--- src/bp_pkg.sv ---
package bp_pkg;

	////////////////////
	// pc and table geometry
	////////////////////

	// halfword pc width
	localparam int pc_w = 11;

	// pc[3:0] picks the set, pc[9:4] is the tag, pc[10] is not stored
	localparam int set_w = 4;
	localparam int tag_w = 6;

	localparam int ways = 4;
	localparam int way_w = 2;
	localparam int sets = 16;
	localparam int entries = 64;

	////////////////////
	// entry layout
	////////////////////

	// | valid | tag[5:0] | target[10:0] | ctr[1:0] |
	localparam int entry_w = 20;
	localparam int valid_bit = 19;
	localparam int tag_hi = 18;
	localparam int tag_lo = 13;
	localparam int tgt_hi = 12;
	localparam int tgt_lo = 2;
	localparam int ctr_hi = 1;
	localparam int ctr_lo = 0;

	// branches start weakly not taken, jumps strongly taken
	localparam logic [1:0] ctr_init_branch = 2'd1;
	localparam logic [1:0] ctr_init_jump = 2'd3;

	// correction codes seen by fetch and flush logic
	localparam logic [1:0] corr_none = 2'b00;
	localparam logic [1:0] corr_cni = 2'b10;
	localparam logic [1:0] corr_pbt = 2'b11;

	// flush state machine encoding
	localparam logic st_idle = 1'b0;
	localparam logic st_pending = 1'b1;

endpackage
--- src/branch_predictor_unit.sv ---
`timescale 1ns/1ps

module branch_predictor_unit (
	input logic CLK,
	input logic nrst,
	input logic en,
	input logic [bp_pkg::pc_w-1:0] id_pc,
	input logic [bp_pkg::pc_w-1:0] id_branchtarget,
	input logic id_is_jump,
	input logic id_is_btype,
	input logic [bp_pkg::pc_w-1:0] exe_pc,
	input logic exe_z,
	input logic exe_less,
	input logic [5:0] exe_btype,
	input logic [1:0] exe_c_btype,
	output logic [bp_pkg::pc_w-1:0] if_pc,
	output logic if_prediction,
	output logic [bp_pkg::pc_w-1:0] if_pbt,
	output logic [1:0] exe_correction,
	output logic [bp_pkg::pc_w-1:0] exe_pbt,
	output logic [bp_pkg::pc_w-1:0] exe_cni,
	output logic flush,
	output logic id_jump_in_bht
);

	logic exe_taken;
	logic exe_is_branch;
	logic install_fire;
	logic [bp_pkg::set_w-1:0] id_set;
	logic [bp_pkg::way_w-1:0] install_way;
	logic id_hit;

	// execute outcome from alu flags
	branch_resolve branch_resolve_inst (
		.exe_btype(exe_btype),
		.exe_c_btype(exe_c_btype),
		.exe_z(exe_z),
		.exe_less(exe_less),
		.exe_taken(exe_taken),
		.exe_is_branch(exe_is_branch)
	);

	// fifo replacement pointers
	bht_fifo_ptr bht_fifo_ptr_inst (
		.CLK(CLK),
		.nrst(nrst),
		.en(en),
		.id_set(id_set),
		.install_fire(install_fire),
		.install_way(install_way)
	);

	bht_array bht_array_inst (
		.CLK(CLK),
		.nrst(nrst),
		.en(en),
		.if_pc(if_pc),
		.if_prediction(if_prediction),
		.if_pbt(if_pbt),
		.id_pc(id_pc),
		.id_branchtarget(id_branchtarget),
		.id_is_jump(id_is_jump),
		.id_is_btype(id_is_btype),
		.install_way(install_way),
		.install_fire(install_fire),
		.id_set(id_set),
		.id_hit(id_hit),
		.exe_pc(exe_pc),
		.exe_taken(exe_taken),
		.exe_is_branch(exe_is_branch),
		.exe_pbt(exe_pbt),
		.exe_cni(exe_cni),
		.exe_correction(exe_correction)
	);

	flush_fsm flush_fsm_inst (
		.CLK(CLK),
		.nrst(nrst),
		.en(en),
		.exe_correction(exe_correction),
		.id_is_jump(id_is_jump),
		.id_hit(id_hit),
		.flush(flush),
		.id_jump_in_bht(id_jump_in_bht)
	);

	// fetch pc register
	pc_select pc_select_inst (
		.CLK(CLK),
		.nrst(nrst),
		.en(en),
		.if_prediction(if_prediction),
		.if_pbt(if_pbt),
		.exe_correction(exe_correction),
		.exe_pbt(exe_pbt),
		.exe_cni(exe_cni),
		.id_jump_in_bht(id_jump_in_bht),
		.id_is_jump(id_is_jump),
		.if_pc(if_pc)
	);

endmodule

--- src/pc_select.sv ---
`timescale 1ns/1ps

module pc_select (
	input logic CLK,
	input logic nrst,
	input logic en,
	input logic if_prediction,
	input logic [bp_pkg::pc_w-1:0] if_pbt,
	input logic [1:0] exe_correction,
	input logic [bp_pkg::pc_w-1:0] exe_pbt,
	input logic [bp_pkg::pc_w-1:0] exe_cni,
	input logic id_jump_in_bht,
	input logic id_is_jump,
	output logic [bp_pkg::pc_w-1:0] if_pc
);

	logic [bp_pkg::pc_w-1:0] pc_nxt;
	logic jump_installing;

	// jump missing at decode, its entry is written this cycle
	assign jump_installing = id_is_jump && !id_jump_in_bht;

	////////////////////
	// next pc mux
	////////////////////

	// priority: execute correction, then fetch prediction, then pc+1
	always_comb begin
		pc_nxt = if_pc + 1'b1;
		if (exe_correction[1]) begin
			// 11 -> branch target, 10 -> fall-through
			if (exe_correction == bp_pkg::corr_pbt) begin
				pc_nxt = exe_pbt;
			end else begin
				pc_nxt = exe_cni;
			end
		end else if (!exe_correction[0] && if_prediction && !jump_installing) begin
			pc_nxt = if_pbt;
		end
	end

	always_ff @(posedge CLK) begin
		if (!nrst) begin
			if_pc <= '0;
		end else if (en) begin
			if_pc <= pc_nxt;
		end
	end

endmodule

--- src/flush_fsm.sv ---
`timescale 1ns/1ps

module flush_fsm (
	input logic CLK,
	input logic nrst,
	input logic en,
	input logic [1:0] exe_correction,
	input logic id_is_jump,
	input logic id_hit,
	output logic flush,
	output logic id_jump_in_bht
);

	logic state;
	logic state_nxt;
	logic mispredict;
	logic jump_miss;

	// correction msb set means execute redirects fetch
	assign mispredict = exe_correction[1];

	// new jump at decode, fetch already went down the wrong path
	assign jump_miss = id_is_jump && !id_hit;

	// known jump, pc_select may trust the predicted target
	assign id_jump_in_bht = id_is_jump && id_hit;

	////////////////////
	// next state
	////////////////////

	// pending holds flush for one more enabled cycle
	assign flush = mispredict || (state == bp_pkg::st_pending);

	always_comb begin
		state_nxt = bp_pkg::st_idle;
		if (mispredict) begin
			state_nxt = bp_pkg::st_pending;
		end else if (jump_miss && !flush) begin
			// no flush this cycle, flush the jump's shadow next cycle
			state_nxt = bp_pkg::st_pending;
		end
	end

	always_ff @(posedge CLK) begin
		if (!nrst) begin
			state <= bp_pkg::st_idle;
		end else if (en) begin
			state <= state_nxt;
		end
	end

endmodule

--- src/bht_array.sv ---
`timescale 1ns/1ps

module bht_array (
	input logic CLK,
	input logic nrst,
	input logic en,
	input logic [bp_pkg::pc_w-1:0] if_pc,
	output logic if_prediction,
	output logic [bp_pkg::pc_w-1:0] if_pbt,
	input logic [bp_pkg::pc_w-1:0] id_pc,
	input logic [bp_pkg::pc_w-1:0] id_branchtarget,
	input logic id_is_jump,
	input logic id_is_btype,
	input logic [bp_pkg::way_w-1:0] install_way,
	output logic install_fire,
	output logic [bp_pkg::set_w-1:0] id_set,
	output logic id_hit,
	input logic [bp_pkg::pc_w-1:0] exe_pc,
	input logic exe_taken,
	input logic exe_is_branch,
	output logic [bp_pkg::pc_w-1:0] exe_pbt,
	output logic [bp_pkg::pc_w-1:0] exe_cni,
	output logic [1:0] exe_correction
);

	localparam int row_w = bp_pkg::ways * bp_pkg::entry_w;

	// 16 sets x 4 ways, index is {set, way}
	logic [bp_pkg::entry_w-1:0] table_mem [0:bp_pkg::entries-1];

	// valid and tag compare across one set
	function automatic logic [bp_pkg::ways-1:0] match_row(
		input logic [row_w-1:0] row,
		input logic [bp_pkg::tag_w-1:0] tag
	);
		logic [bp_pkg::entry_w-1:0] e;
		logic [bp_pkg::ways-1:0] hits;
		hits = '0;
		for (int w = 0; w < bp_pkg::ways; w++) begin
			e = row[w*bp_pkg::entry_w +: bp_pkg::entry_w];
			hits[w] = e[bp_pkg::valid_bit] && (e[bp_pkg::tag_hi:bp_pkg::tag_lo] == tag);
		end
		return hits;
	endfunction

	// tags are unique within a set so an or-mux is enough
	// a miss returns all zeros, i.e. not taken and target 0
	function automatic logic [bp_pkg::entry_w-1:0] pick_entry(
		input logic [row_w-1:0] row,
		input logic [bp_pkg::ways-1:0] hits
	);
		logic [bp_pkg::entry_w-1:0] sel;
		sel = '0;
		for (int w = 0; w < bp_pkg::ways; w++) begin
			if (hits[w]) begin
				sel = sel | row[w*bp_pkg::entry_w +: bp_pkg::entry_w];
			end
		end
		return sel;
	endfunction

	// one-hot hit vector to way number
	function automatic logic [bp_pkg::way_w-1:0] hit_way(
		input logic [bp_pkg::ways-1:0] hits
	);
		logic [bp_pkg::way_w-1:0] idx;
		idx = '0;
		for (int w = 0; w < bp_pkg::ways; w++) begin
			if (hits[w]) begin
				idx = w[bp_pkg::way_w-1:0];
			end
		end
		return idx;
	endfunction

	logic [bp_pkg::set_w-1:0] if_set;
	logic [bp_pkg::set_w-1:0] exe_set;
	logic [bp_pkg::tag_w-1:0] if_tag;
	logic [bp_pkg::tag_w-1:0] id_tag;
	logic [bp_pkg::tag_w-1:0] exe_tag;
	logic [row_w-1:0] if_row;
	logic [row_w-1:0] id_row;
	logic [row_w-1:0] exe_row;
	logic [bp_pkg::ways-1:0] if_hits;
	logic [bp_pkg::ways-1:0] id_hits;
	logic [bp_pkg::ways-1:0] exe_hits;
	logic [bp_pkg::entry_w-1:0] if_entry;
	logic [bp_pkg::entry_w-1:0] exe_entry;
	logic [bp_pkg::entry_w-1:0] new_entry;
	logic [bp_pkg::entry_w-1:0] upd_entry;
	logic [bp_pkg::way_w-1:0] exe_way;
	logic [1:0] exe_ctr;
	logic exe_hit;
	logic exe_pred;

	// pc split into set and tag, pc[10] dropped
	assign if_set = if_pc[bp_pkg::set_w-1:0];
	assign id_set = id_pc[bp_pkg::set_w-1:0];
	assign exe_set = exe_pc[bp_pkg::set_w-1:0];
	assign if_tag = if_pc[bp_pkg::tag_w+bp_pkg::set_w-1:bp_pkg::set_w];
	assign id_tag = id_pc[bp_pkg::tag_w+bp_pkg::set_w-1:bp_pkg::set_w];
	assign exe_tag = exe_pc[bp_pkg::tag_w+bp_pkg::set_w-1:bp_pkg::set_w];

	// read all four ways of the three addressed sets
	always_comb begin
		for (int w = 0; w < bp_pkg::ways; w++) begin
			if_row[w*bp_pkg::entry_w +: bp_pkg::entry_w] =
				table_mem[{if_set, w[bp_pkg::way_w-1:0]}];
			id_row[w*bp_pkg::entry_w +: bp_pkg::entry_w] =
				table_mem[{id_set, w[bp_pkg::way_w-1:0]}];
			exe_row[w*bp_pkg::entry_w +: bp_pkg::entry_w] =
				table_mem[{exe_set, w[bp_pkg::way_w-1:0]}];
		end
		if_hits = match_row(if_row, if_tag);
		id_hits = match_row(id_row, id_tag);
		exe_hits = match_row(exe_row, exe_tag);
	end

	////////////////////
	// fetch lookup
	////////////////////

	assign if_entry = pick_entry(if_row, if_hits);
	// counter msb is the prediction
	assign if_prediction = if_entry[bp_pkg::ctr_hi];
	assign if_pbt = if_entry[bp_pkg::tgt_hi:bp_pkg::tgt_lo];

	////////////////////
	// decode install
	////////////////////

	assign id_hit = |id_hits;
	// unseen branch or jump goes into the fifo way of its set
	assign install_fire = (id_is_btype || id_is_jump) && !id_hit;

	always_comb begin
		new_entry = '0;
		new_entry[bp_pkg::valid_bit] = 1'b1;
		new_entry[bp_pkg::tag_hi:bp_pkg::tag_lo] = id_tag;
		new_entry[bp_pkg::tgt_hi:bp_pkg::tgt_lo] = id_branchtarget;
		new_entry[bp_pkg::ctr_hi:bp_pkg::ctr_lo] =
			id_is_jump ? bp_pkg::ctr_init_jump : bp_pkg::ctr_init_branch;
	end

	////////////////////
	// execute lookup and correction
	////////////////////

	assign exe_hit = |exe_hits;
	assign exe_entry = pick_entry(exe_row, exe_hits);
	assign exe_way = hit_way(exe_hits);
	assign exe_ctr = exe_entry[bp_pkg::ctr_hi:bp_pkg::ctr_lo];
	assign exe_pred = exe_entry[bp_pkg::ctr_hi];

	assign exe_pbt = exe_entry[bp_pkg::tgt_hi:bp_pkg::tgt_lo];
	// fall-through address after the branch
	assign exe_cni = {1'b0, exe_tag, exe_set} + 1'b1;

	// taken when predicted not taken -> go to target
	// not taken when predicted taken -> go to cni
	always_comb begin
		exe_correction = bp_pkg::corr_none;
		if (exe_is_branch && (exe_pred != exe_taken)) begin
			exe_correction = exe_taken ? bp_pkg::corr_pbt : bp_pkg::corr_cni;
		end
	end

	// saturating counter step, stays put at 3 and 0
	always_comb begin
		upd_entry = exe_entry;
		if (exe_taken && (exe_ctr != 2'd3)) begin
			upd_entry[bp_pkg::ctr_hi:bp_pkg::ctr_lo] = exe_ctr + 1'b1;
		end else if (!exe_taken && (exe_ctr != 2'd0)) begin
			upd_entry[bp_pkg::ctr_hi:bp_pkg::ctr_lo] = exe_ctr - 1'b1;
		end
	end

	////////////////////
	// table write
	////////////////////

	always_ff @(posedge CLK) begin
		if (!nrst) begin
			// only the valid bits need clearing
			for (int i = 0; i < bp_pkg::entries; i++) begin
				table_mem[i][bp_pkg::valid_bit] <= 1'b0;
			end
		end else if (en) begin
			// one write port, install beats counter update
			if (install_fire) begin
				table_mem[{id_set, install_way}] <= new_entry;
			end else if (exe_is_branch && exe_hit) begin
				table_mem[{exe_set, exe_way}] <= upd_entry;
			end
		end
	end

endmodule

--- src/bht_fifo_ptr.sv ---
`timescale 1ns/1ps

module bht_fifo_ptr (
	input logic CLK,
	input logic nrst,
	input logic en,
	input logic [bp_pkg::set_w-1:0] id_set,
	input logic install_fire,
	output logic [bp_pkg::way_w-1:0] install_way
);

	// one replacement pointer per set
	logic [bp_pkg::way_w-1:0] ptr [0:bp_pkg::sets-1];

	// way the next install in this set will overwrite
	assign install_way = ptr[id_set];

	////////////////////
	// pointer update
	////////////////////

	always_ff @(posedge CLK) begin
		if (!nrst) begin
			for (int s = 0; s < bp_pkg::sets; s++) begin
				ptr[s] <= '0;
			end
		end else if (en) begin
			// oldest way gets replaced, then pointer moves on
			// wraps from 3 back to 0 by width
			if (install_fire) begin
				ptr[id_set] <= ptr[id_set] + 1'b1;
			end
		end
	end

endmodule

--- src/branch_resolve.sv ---
`timescale 1ns/1ps

module branch_resolve (
	input logic [5:0] exe_btype,
	input logic [1:0] exe_c_btype,
	input logic exe_z,
	input logic exe_less,
	output logic exe_taken,
	output logic exe_is_branch
);

	// one-hot branch kind at execute
	// exe_btype: beq bne blt bge bltu bgeu, msb first
	// exe_c_btype: c.beqz c.bnez, msb first
	logic [7:0] kind;
	logic [7:0] cond;

	assign kind = {exe_btype, exe_c_btype};

	// condition each kind needs from the alu flags
	// the alu already did the signed or unsigned compare, so blt and bltu share less
	always_comb begin
		// beq
		cond[7] = exe_z;
		// bne
		cond[6] = !exe_z;
		// blt
		cond[5] = exe_less;
		// bge
		cond[4] = !exe_less;
		// bltu
		cond[3] = exe_less;
		// bgeu
		cond[2] = !exe_less;
		// c.beqz, compare against x0 gives zero flag
		cond[1] = exe_z;
		// c.bnez
		cond[0] = !exe_z;
	end

	// actual outcome, only one kind bit should be set
	assign exe_taken = |(kind & cond);

	// any kind bit marks a real branch in execute
	assign exe_is_branch = |kind;

endmodule

--- config.mk ---
export PLATFORM = sky130hd
export DESIGN_NAME = branch_predictor_unit
export DESIGN_NICKNAME = d
export VERILOG_FILES = /design/src/bp_pkg.sv /design/src/branch_predictor_unit.sv /design/src/pc_select.sv /design/src/flush_fsm.sv /design/src/bht_array.sv /design/src/bht_fifo_ptr.sv /design/src/branch_resolve.sv
export SDC_FILE = /design/constraint.sdc
export NUM_CORES = 2
export LEC_CHECK = 0
export BUFFER_PORTS_ARGS = -buffer_cell sky130_fd_sc_hd__buf_4
export CAP_MARGIN = 20
export CORE_MARGIN = 2
export CORE_UTILIZATION = 40
export DETAILED_ROUTE_END_ITERATION = 7
export GPL_TIMING_DRIVEN = 0
export PLACE_DENSITY = 0.58
export SLEW_MARGIN = 20
export SYNTH_ARGS = -nofsm -noshare
export SYNTH_HDL_FRONTEND = slang
export SYNTH_HIERARCHICAL = 1
export SYNTH_SLANG_ARGS = --single-unit
--- constraint.sdc ---
create_clock -name CLK -period 8.25 [get_ports CLK]
set_input_delay 1.2375 -clock CLK [delete_from_list [all_inputs] [get_ports CLK]]
set_output_delay 1.2375 -clock CLK [all_outputs]
set_load 0.01 [all_outputs]
### Yosys cells after proc, flatten, opt, wreduce, memory -nomap -nowiden

Memories as Yosys holds them, arrays and structs flattened. A register that Yosys moved wholly into a read port is not among the register bits.
Cells that the tools add are included.

* bits in writable memories: 1312
* memories: 2
* register bits after elaboration: 12
* word-level logic and storage cells: 120

* bitwise logic cells: 7
* eq/ne operators: 15
* mux-type cells: 48
* reductions and logical operators: 41
* $add $sub $neg: 5

Memory list
* bht_array_inst.table_mem: depth 64, width 20, rd ports 12, clocked after memory_dff 4, wr ports 64, line bht_array.sv:29 `logic [bp_pkg::entry_w-1:0] table_mem [0:bp_pkg::entries-1];`
* bht_fifo_ptr_inst.ptr: depth 16, width 2, rd ports 1, clocked after memory_dff 0, wr ports 16, line bht_fifo_ptr.sv:13 `logic [bp_pkg::way_w-1:0] ptr [0:bp_pkg::sets-1];`

Operator list (count)
* 20-bit two-way mux: 6
* 6-bit equality test: 12
* 6-bit two-way mux: 10
* 20-bit bitwise OR: 3
* 13-bit two-way mux: 4
* 20-bit OR reduction: 2
* 13-bit bitwise OR: 3
* 11-bit two-way mux: 3
* 1-bit logical AND: 23
* 2-bit two-way mux: 9
* 8-bit OR reduction: 2
* 1-bit two-way mux: 15
* 10-bit by 1-bit adder with 11-bit output (second input constant): 1
* 11-bit by 1-bit adder with 11-bit output (second input constant): 1
* 8-bit AND: 1
* 1-bit logical NOT: 8
* 4-bit OR reduction: 2
* 2-bit by 1-bit adder with 2-bit output (second input constant): 2
* 4-bit two-way mux: 1
* 2-bit equality test (second input constant): 1
* 1-bit logical OR: 2
* 2-bit inequality test (second input constant): 1
* 2-bit nonzero test: 1
* 2-bit OR reduction: 1
* 2 further kinds: 2

### Longest topological paths before layout

An unclocked memory read counts as a cell.

* depth in word-level cells: 20
* mapped depth: 20
* depth with buffers taken out: 14

### Cells and area by module

Netlist, hierarchy kept.

By module, submodules not included
* bht_array: area an instance 64704.6 um2, cells an instance 3454, times used 1
* bht_fifo_ptr: area an instance 1637.8 um2, cells an instance 128, times used 1
* pc_select: area an instance 944.7 um2, cells an instance 123, times used 1
* flush_fsm: area an instance 56.3 um2, cells an instance 7, times used 1
* branch_resolve: area an instance 47.5 um2, cells an instance 8, times used 1

### Worst setup path after synthesis

OpenSTA, ideal clock, no wires.

* path type: input-to-reg
* from: input exe_pc[0] (netlist bit)
* to: memory bht_array_inst/table_mem[0][1] (netlist bit), data pin
* arrival time: 6.628 ns
* required time: 7.662 ns
* setup time: 0.588 ns
* stages: 16
* buffers on the path: 7
* path slack: 1.034 ns
* cells stage by stage: buf_4 buf_6 buf_6 buf_6 buf_4 buf_2 buf_1 mux4_2 mux4_2 nand2_1 and3_1 inv_1 ha_1 nor2b_1 a211o_1 a31oi_1

RTL lines
* start, declared: line branch_predictor_unit.sv:11 `input logic [bp_pkg::pc_w-1:0] exe_pc,`
* end, declared: line bht_array.sv:29

### Final worst setup path

* from: input exe_pc[1] (netlist bit)
* to: output exe_pbt[5] (netlist bit)

* word-level cells in the longest chain between the ends: 10
* elaborated cells on any way between the ends: 16

Ends and longest elaborated chain
* memory read 64 x 20 bit *
* 6-bit equality test: line bht_array.sv:41 `hits[w] = e[bp_pkg::valid_bit] && (e[bp_pkg::tag_hi:bp_pkg::tag_lo] == tag);`
* 1-bit logical AND: line bht_array.sv:41
* 20-bit two-way mux: line bht_array.sv:55 `if (hits[w]) begin`
* 20-bit bitwise OR: line bht_array.sv:56 `sel = sel | row[w*bp_pkg::entry_w +: bp_pkg::entry_w];`
* 20-bit two-way mux: line bht_array.sv:55
* 20-bit bitwise OR: line bht_array.sv:56
* 20-bit two-way mux: line bht_array.sv:55
* 20-bit bitwise OR: line bht_array.sv:56
* 20-bit two-way mux *: line bht_array.sv:55
* end, declared: line branch_predictor_unit.sv:20 `output logic [bp_pkg::pc_w-1:0] exe_pbt,`

Mark *: on every way between the ends. The rest lies on a longest branch, timed or not.

==> key figures <==
Run status
  • Run status: finished with violations
  • Failing checks: setup timing

Route
  • DR iter-0 viols: 7,487
  • Total wire length: approximately 280 mm
  • Vias per std cell: 6.98
  • Vias: 44,500
  • 1st-pass router iterations: 8
  • WL/cell: about 45 um
  • ANT nets after route: 0
  • DRC viols: 0

Floorplan
  • Die height: 414 um
  • CORE AREA: roughly 170,000 um^2
  • Row count: 150
  • Die Wd: around 410 um
  • Die ar.: 172,000 um^2
  • Initial Util: 40.3%
  • Top Ports: 97

Timing
  • Max Slew Vio Count: 0
  • Fin crit share: 102%
  • Slew HR: a little over an eighth
  • RSZ-0062 raised after global routing: no
  • Worst Skew: 0.0396 ns
  • Setup violators final: 9
  • Max Clock Freq: roughly 0.12 GHz
  • Final Hold Slack: 0.478 ns
  • Fin. Hold Viols: 0
  • Final worst-path setup slack: -0.197 ns
  • Worst Max-Slew Pin Slew: ~1.3 ns
  • TNS Setup: -1.24 ns
  • Final min period: between 8 and 9 ns

Min path
  • Hold endpoint: bht_array_inst/table_mem[46][19]
  • Hold Crit Start: bht_array_inst/table_mem[46][19]
  • Hold Path Stages: 2
  • Hold crit path type: reg -> reg

Setup path
  • R2R Setup Slk: around 0.86 ns
  • Worst Reg2Reg Path Length in Cells: 15
  • R2r endpoint: pc_select_inst/if_pc[6]
  • CP required: between 7 and 8 ns
  • Crit Path Class: in -> out
  • Critical path launch point type: input pin
  • CP Max Fanout: 10
  • CP Capture Type: output pin
  • Critical path origin: exe_pc[1]
  • Arrival @ worst endpoint: between 7 and 8 ns
  • Reg-to-Reg Start: pc_select_inst/if_pc[1]

Synthesis
  • Post-synth top area cell: edfxtp_1
  • Mapped Area: between 60,000 and 70,000 um^2
  • Asr flop ratio synth: 0%
  • Gate Count Post-Synth: between 3,000 and 4,000
  • Register area share after synthesis: between 50% and 60%
  • Share of the synthesized area in the top cell type: between 50% and 60%
  • EDFF count, synth: approximately 1,200
  • Synthesized flop and latch total: 1,324
  • Synth cell types: 97
  • Synthesized net count: about 3,800
  • Area contributors post-synth: edfxtp_1, mux4_2, mux2i_1
  • Top_reg_cell synth: edfxtp_1
  • Synth Warn #: 6
  • Avg Cell Area, Syn: between 15 and 20 um^2

Placed design
  • Placed Cells: ~6,100
  • Placement-stage cell area: 73,400 um^2
  • Detail Placement HPWL: between 200 and 250 mm
  • Final Wtd Congestion: 1.03
  • Place WS: -0.870 ns
  • PortBufs: 88

Power
  • Gate power share: a little over a tenth
  • Cell Int Power: around 12 mW
  • Clock power share: between 40% and 50%
  • Total Power: 15.9 mW
  • Switching Fraction: between 20% and 30%
  • Reg power frac: 46.4%
  • P_leak: approximately 25 nW
  • PwrDens: 203 nW/um^2
  • Psw: 4.05 mW
  • Worst vdd ir: approximately 0.22 mV

Run
  • Max-cap viol count: 0

Global route
  • Vias in the first global route: 43,000
  • Grt ovf: 0
  • Antenna violations before repair: 10
  • Largest net degree at the start of global routing: between 60 and 70
  • First-pass GRT wire length: roughly 380 mm
  • GRT Total Usage: 32.8%

Finish
  • Post-route cell area: roughly 79,000 um^2
  • Layout cell share with drive strength beyond 1: 37.7%
  • Post-synthesis to final-layout area growth: 16.5%
  • Finished Core Util: 46.9%
  • Non-Filler Instances: 6,368
  • Nets: ~4,100
  • Filler cells: between 10,000 and 15,000

Clocking
  • Clk slew on worst S/H paths: around 0.06 ns
  • Sinks on Clock Net: 1,324
  • CTS tree: yes
  • Clock H-tree levels: 4
  • Clock Tree Root: clkbuf_16
  • CTS max path bufs: 3
  • Post-CTS Hold Fix Bufs: 0
  • Clock latency on the worst-skew pair: around 0.84 ns
  • Clock buffer count from CTS: ~150
-- registers in the layout, summed over array words and instances, names as in the netlist --
name,count
bht_fifo_ptr_inst/ptr,32
flush_fsm_inst/state,1
bht_array_inst/table_mem,1280
pc_select_inst/if_pc,11
-- cells in the mapped netlist (7+ instances only) --
cell type	number
a22oi_1	62
nand2_1	187
mux2i_1	185
nor3_1	23
nand3_1	62
a32oi_1	8
xnor2_1	63
and3_1	18
o21ai_1	28
and2_1	13
a211oi_1	7
a221oi_1	8
a22o_1	16
nand2b_1	36
buf_6	24
o21ai_0	67
nor4_1	8
nand4_1	16
nand3b_1	9
o22ai_1	16
edfxtp_1	1248
buf_4	26
a31oi_1	22
nor2_1	128
mux2_2	43
o31ai_1	8
a21o_1	8
buf_2	59
clkbuf_1	129
inv_1	27
buf_1	60
nor2b_1	26
dfxtp_1	76
a21oi_1	39
xor2_1	30
o2111ai_1	7
mux4_2	792
-- worst max-delay path, stage by stage --
cell and delay, ns:
buf_4 0.09, buf_4 0.13, buf_6 0.23, buf_4 0.40
buf_4 0.50, buf_2 0.59, mux4_2 0.32, mux2i_1 0.06
a21oi_1 0.50, nand4_1 0.26, nor4_4 0.68, clkbuf_2 0.57
clkbuf_2 0.51, a22oi_1 0.23, nand2_1 0.60, buf_4 0.24
-- logic make-up after synthesis --
logic type | count (synthesis) | share of synthesized area, %
flops | 1324 | 57.9
fa+ha+maj | 4 | 0.0743
simple gates | 558 | 4.03
mux | 1034 | 30.4
buf+inv | 329 | 2.37
compound gates | 376 | 4.01
xor+xnor | 95 | 1.29
-- layer usage --
layer  wire [um]  GRT usage, %  share of wire (%)
met1      101000          41.7                 36
met2      129000          50.4                 46
met3       30400          7.47                 11
met4       23400          22.1                8.2
met5          33             0              0.012
-- area by class of cell --
| cell class | instances | area, um^2 | area share [%] |
|---|---|---|---|
| diodes | 8 | 20.0 | 0.0255 |
| plain buffers | 298 | 1660 | 2.12 |
| clock buffers | 174 | 3890 | 4.96 |
| clock inverters | 91 | 1040 | 1.33 |
| inverters | 29 | 109 | 0.139 |
| multi-input cells | 2067 | 27500 | 35.0 |
| flip-flops and latches | 1324 | 39000 | 49.7 |
| well taps | 2204 | 2760 | 3.51 |
| repair buffers | 173 | 2520 | 3.22 |
-- cell usage in the layout (no fill, tap or decap), drive strengths merged, types with 9 or more instances in the layout --
| cell | Yosys | layout |
|---|---|---|
| xnor2 | 63 | 63 |
| nand2 | 187 | 187 |
| a31oi | 28 | 28 |
| a21oi | 39 | 39 |
| nor4 | 10 | 10 |
| bufinv | 0 | 16 |
| buf | 170 | 328 |
| edfxtp | 1248 | 1248 |
| mux2i | 189 | 189 |
| a32oi | 9 | 9 |
| nand2b | 36 | 36 |
| inv | 28 | 31 |
| o22ai | 16 | 16 |
| dfxtp | 76 | 76 |
| and2 | 14 | 14 |
| o21ai | 95 | 95 |
| and3 | 18 | 18 |
| a22oi | 62 | 62 |
| a22o | 16 | 16 |
| mux4 | 797 | 797 |
| nand3b | 9 | 9 |
| nand3 | 62 | 62 |
| nand4 | 17 | 17 |
| clkbuf | 130 | 310 |
| nor2b | 26 | 26 |
| nor3 | 24 | 24 |
| a221oi | 12 | 12 |
| clkinv | 1 | 65 |
| nor2 | 128 | 128 |
| xor2 | 32 | 32 |
| mux2 | 48 | 48 |
-- worst max path at each step --
stage	slack [ns]	to	cells after the start
finish	-0.20	exe_pbt[5]	16
global route	0.009	if_pbt[2]	13
CTS	0.005	if_pbt[9]	11
detailed placement	-0.87	exe_pbt[5]	13
global placement	-4.93	bht_array_inst/table_mem[3][14]	12
floorplan	1.03	bht_array_inst/table_mem[0][1]	16
-- timing repair --
action / 4_1_cts / 5_1_grt
setup buffers: 0 / 0
setup endpoints to repair: 63 / 11
gates resized for setup: 35 / 17
-- power groups by stage --
stage / clock network (mW) / registers (mW) / logic, mW
finish: 6.85 / 7.40 / 1.69
global route: 7.11 / 7.40 / 1.71
CTS: 6.84 / 7.40 / 1.65
detailed placement: 0 / 7.54 / 1.65
global placement: 0 / 7.55 / 1.60
floorplan: 0 / 7.53 / 0.947
No activity file was read; power rests on OpenSTA's default activity.
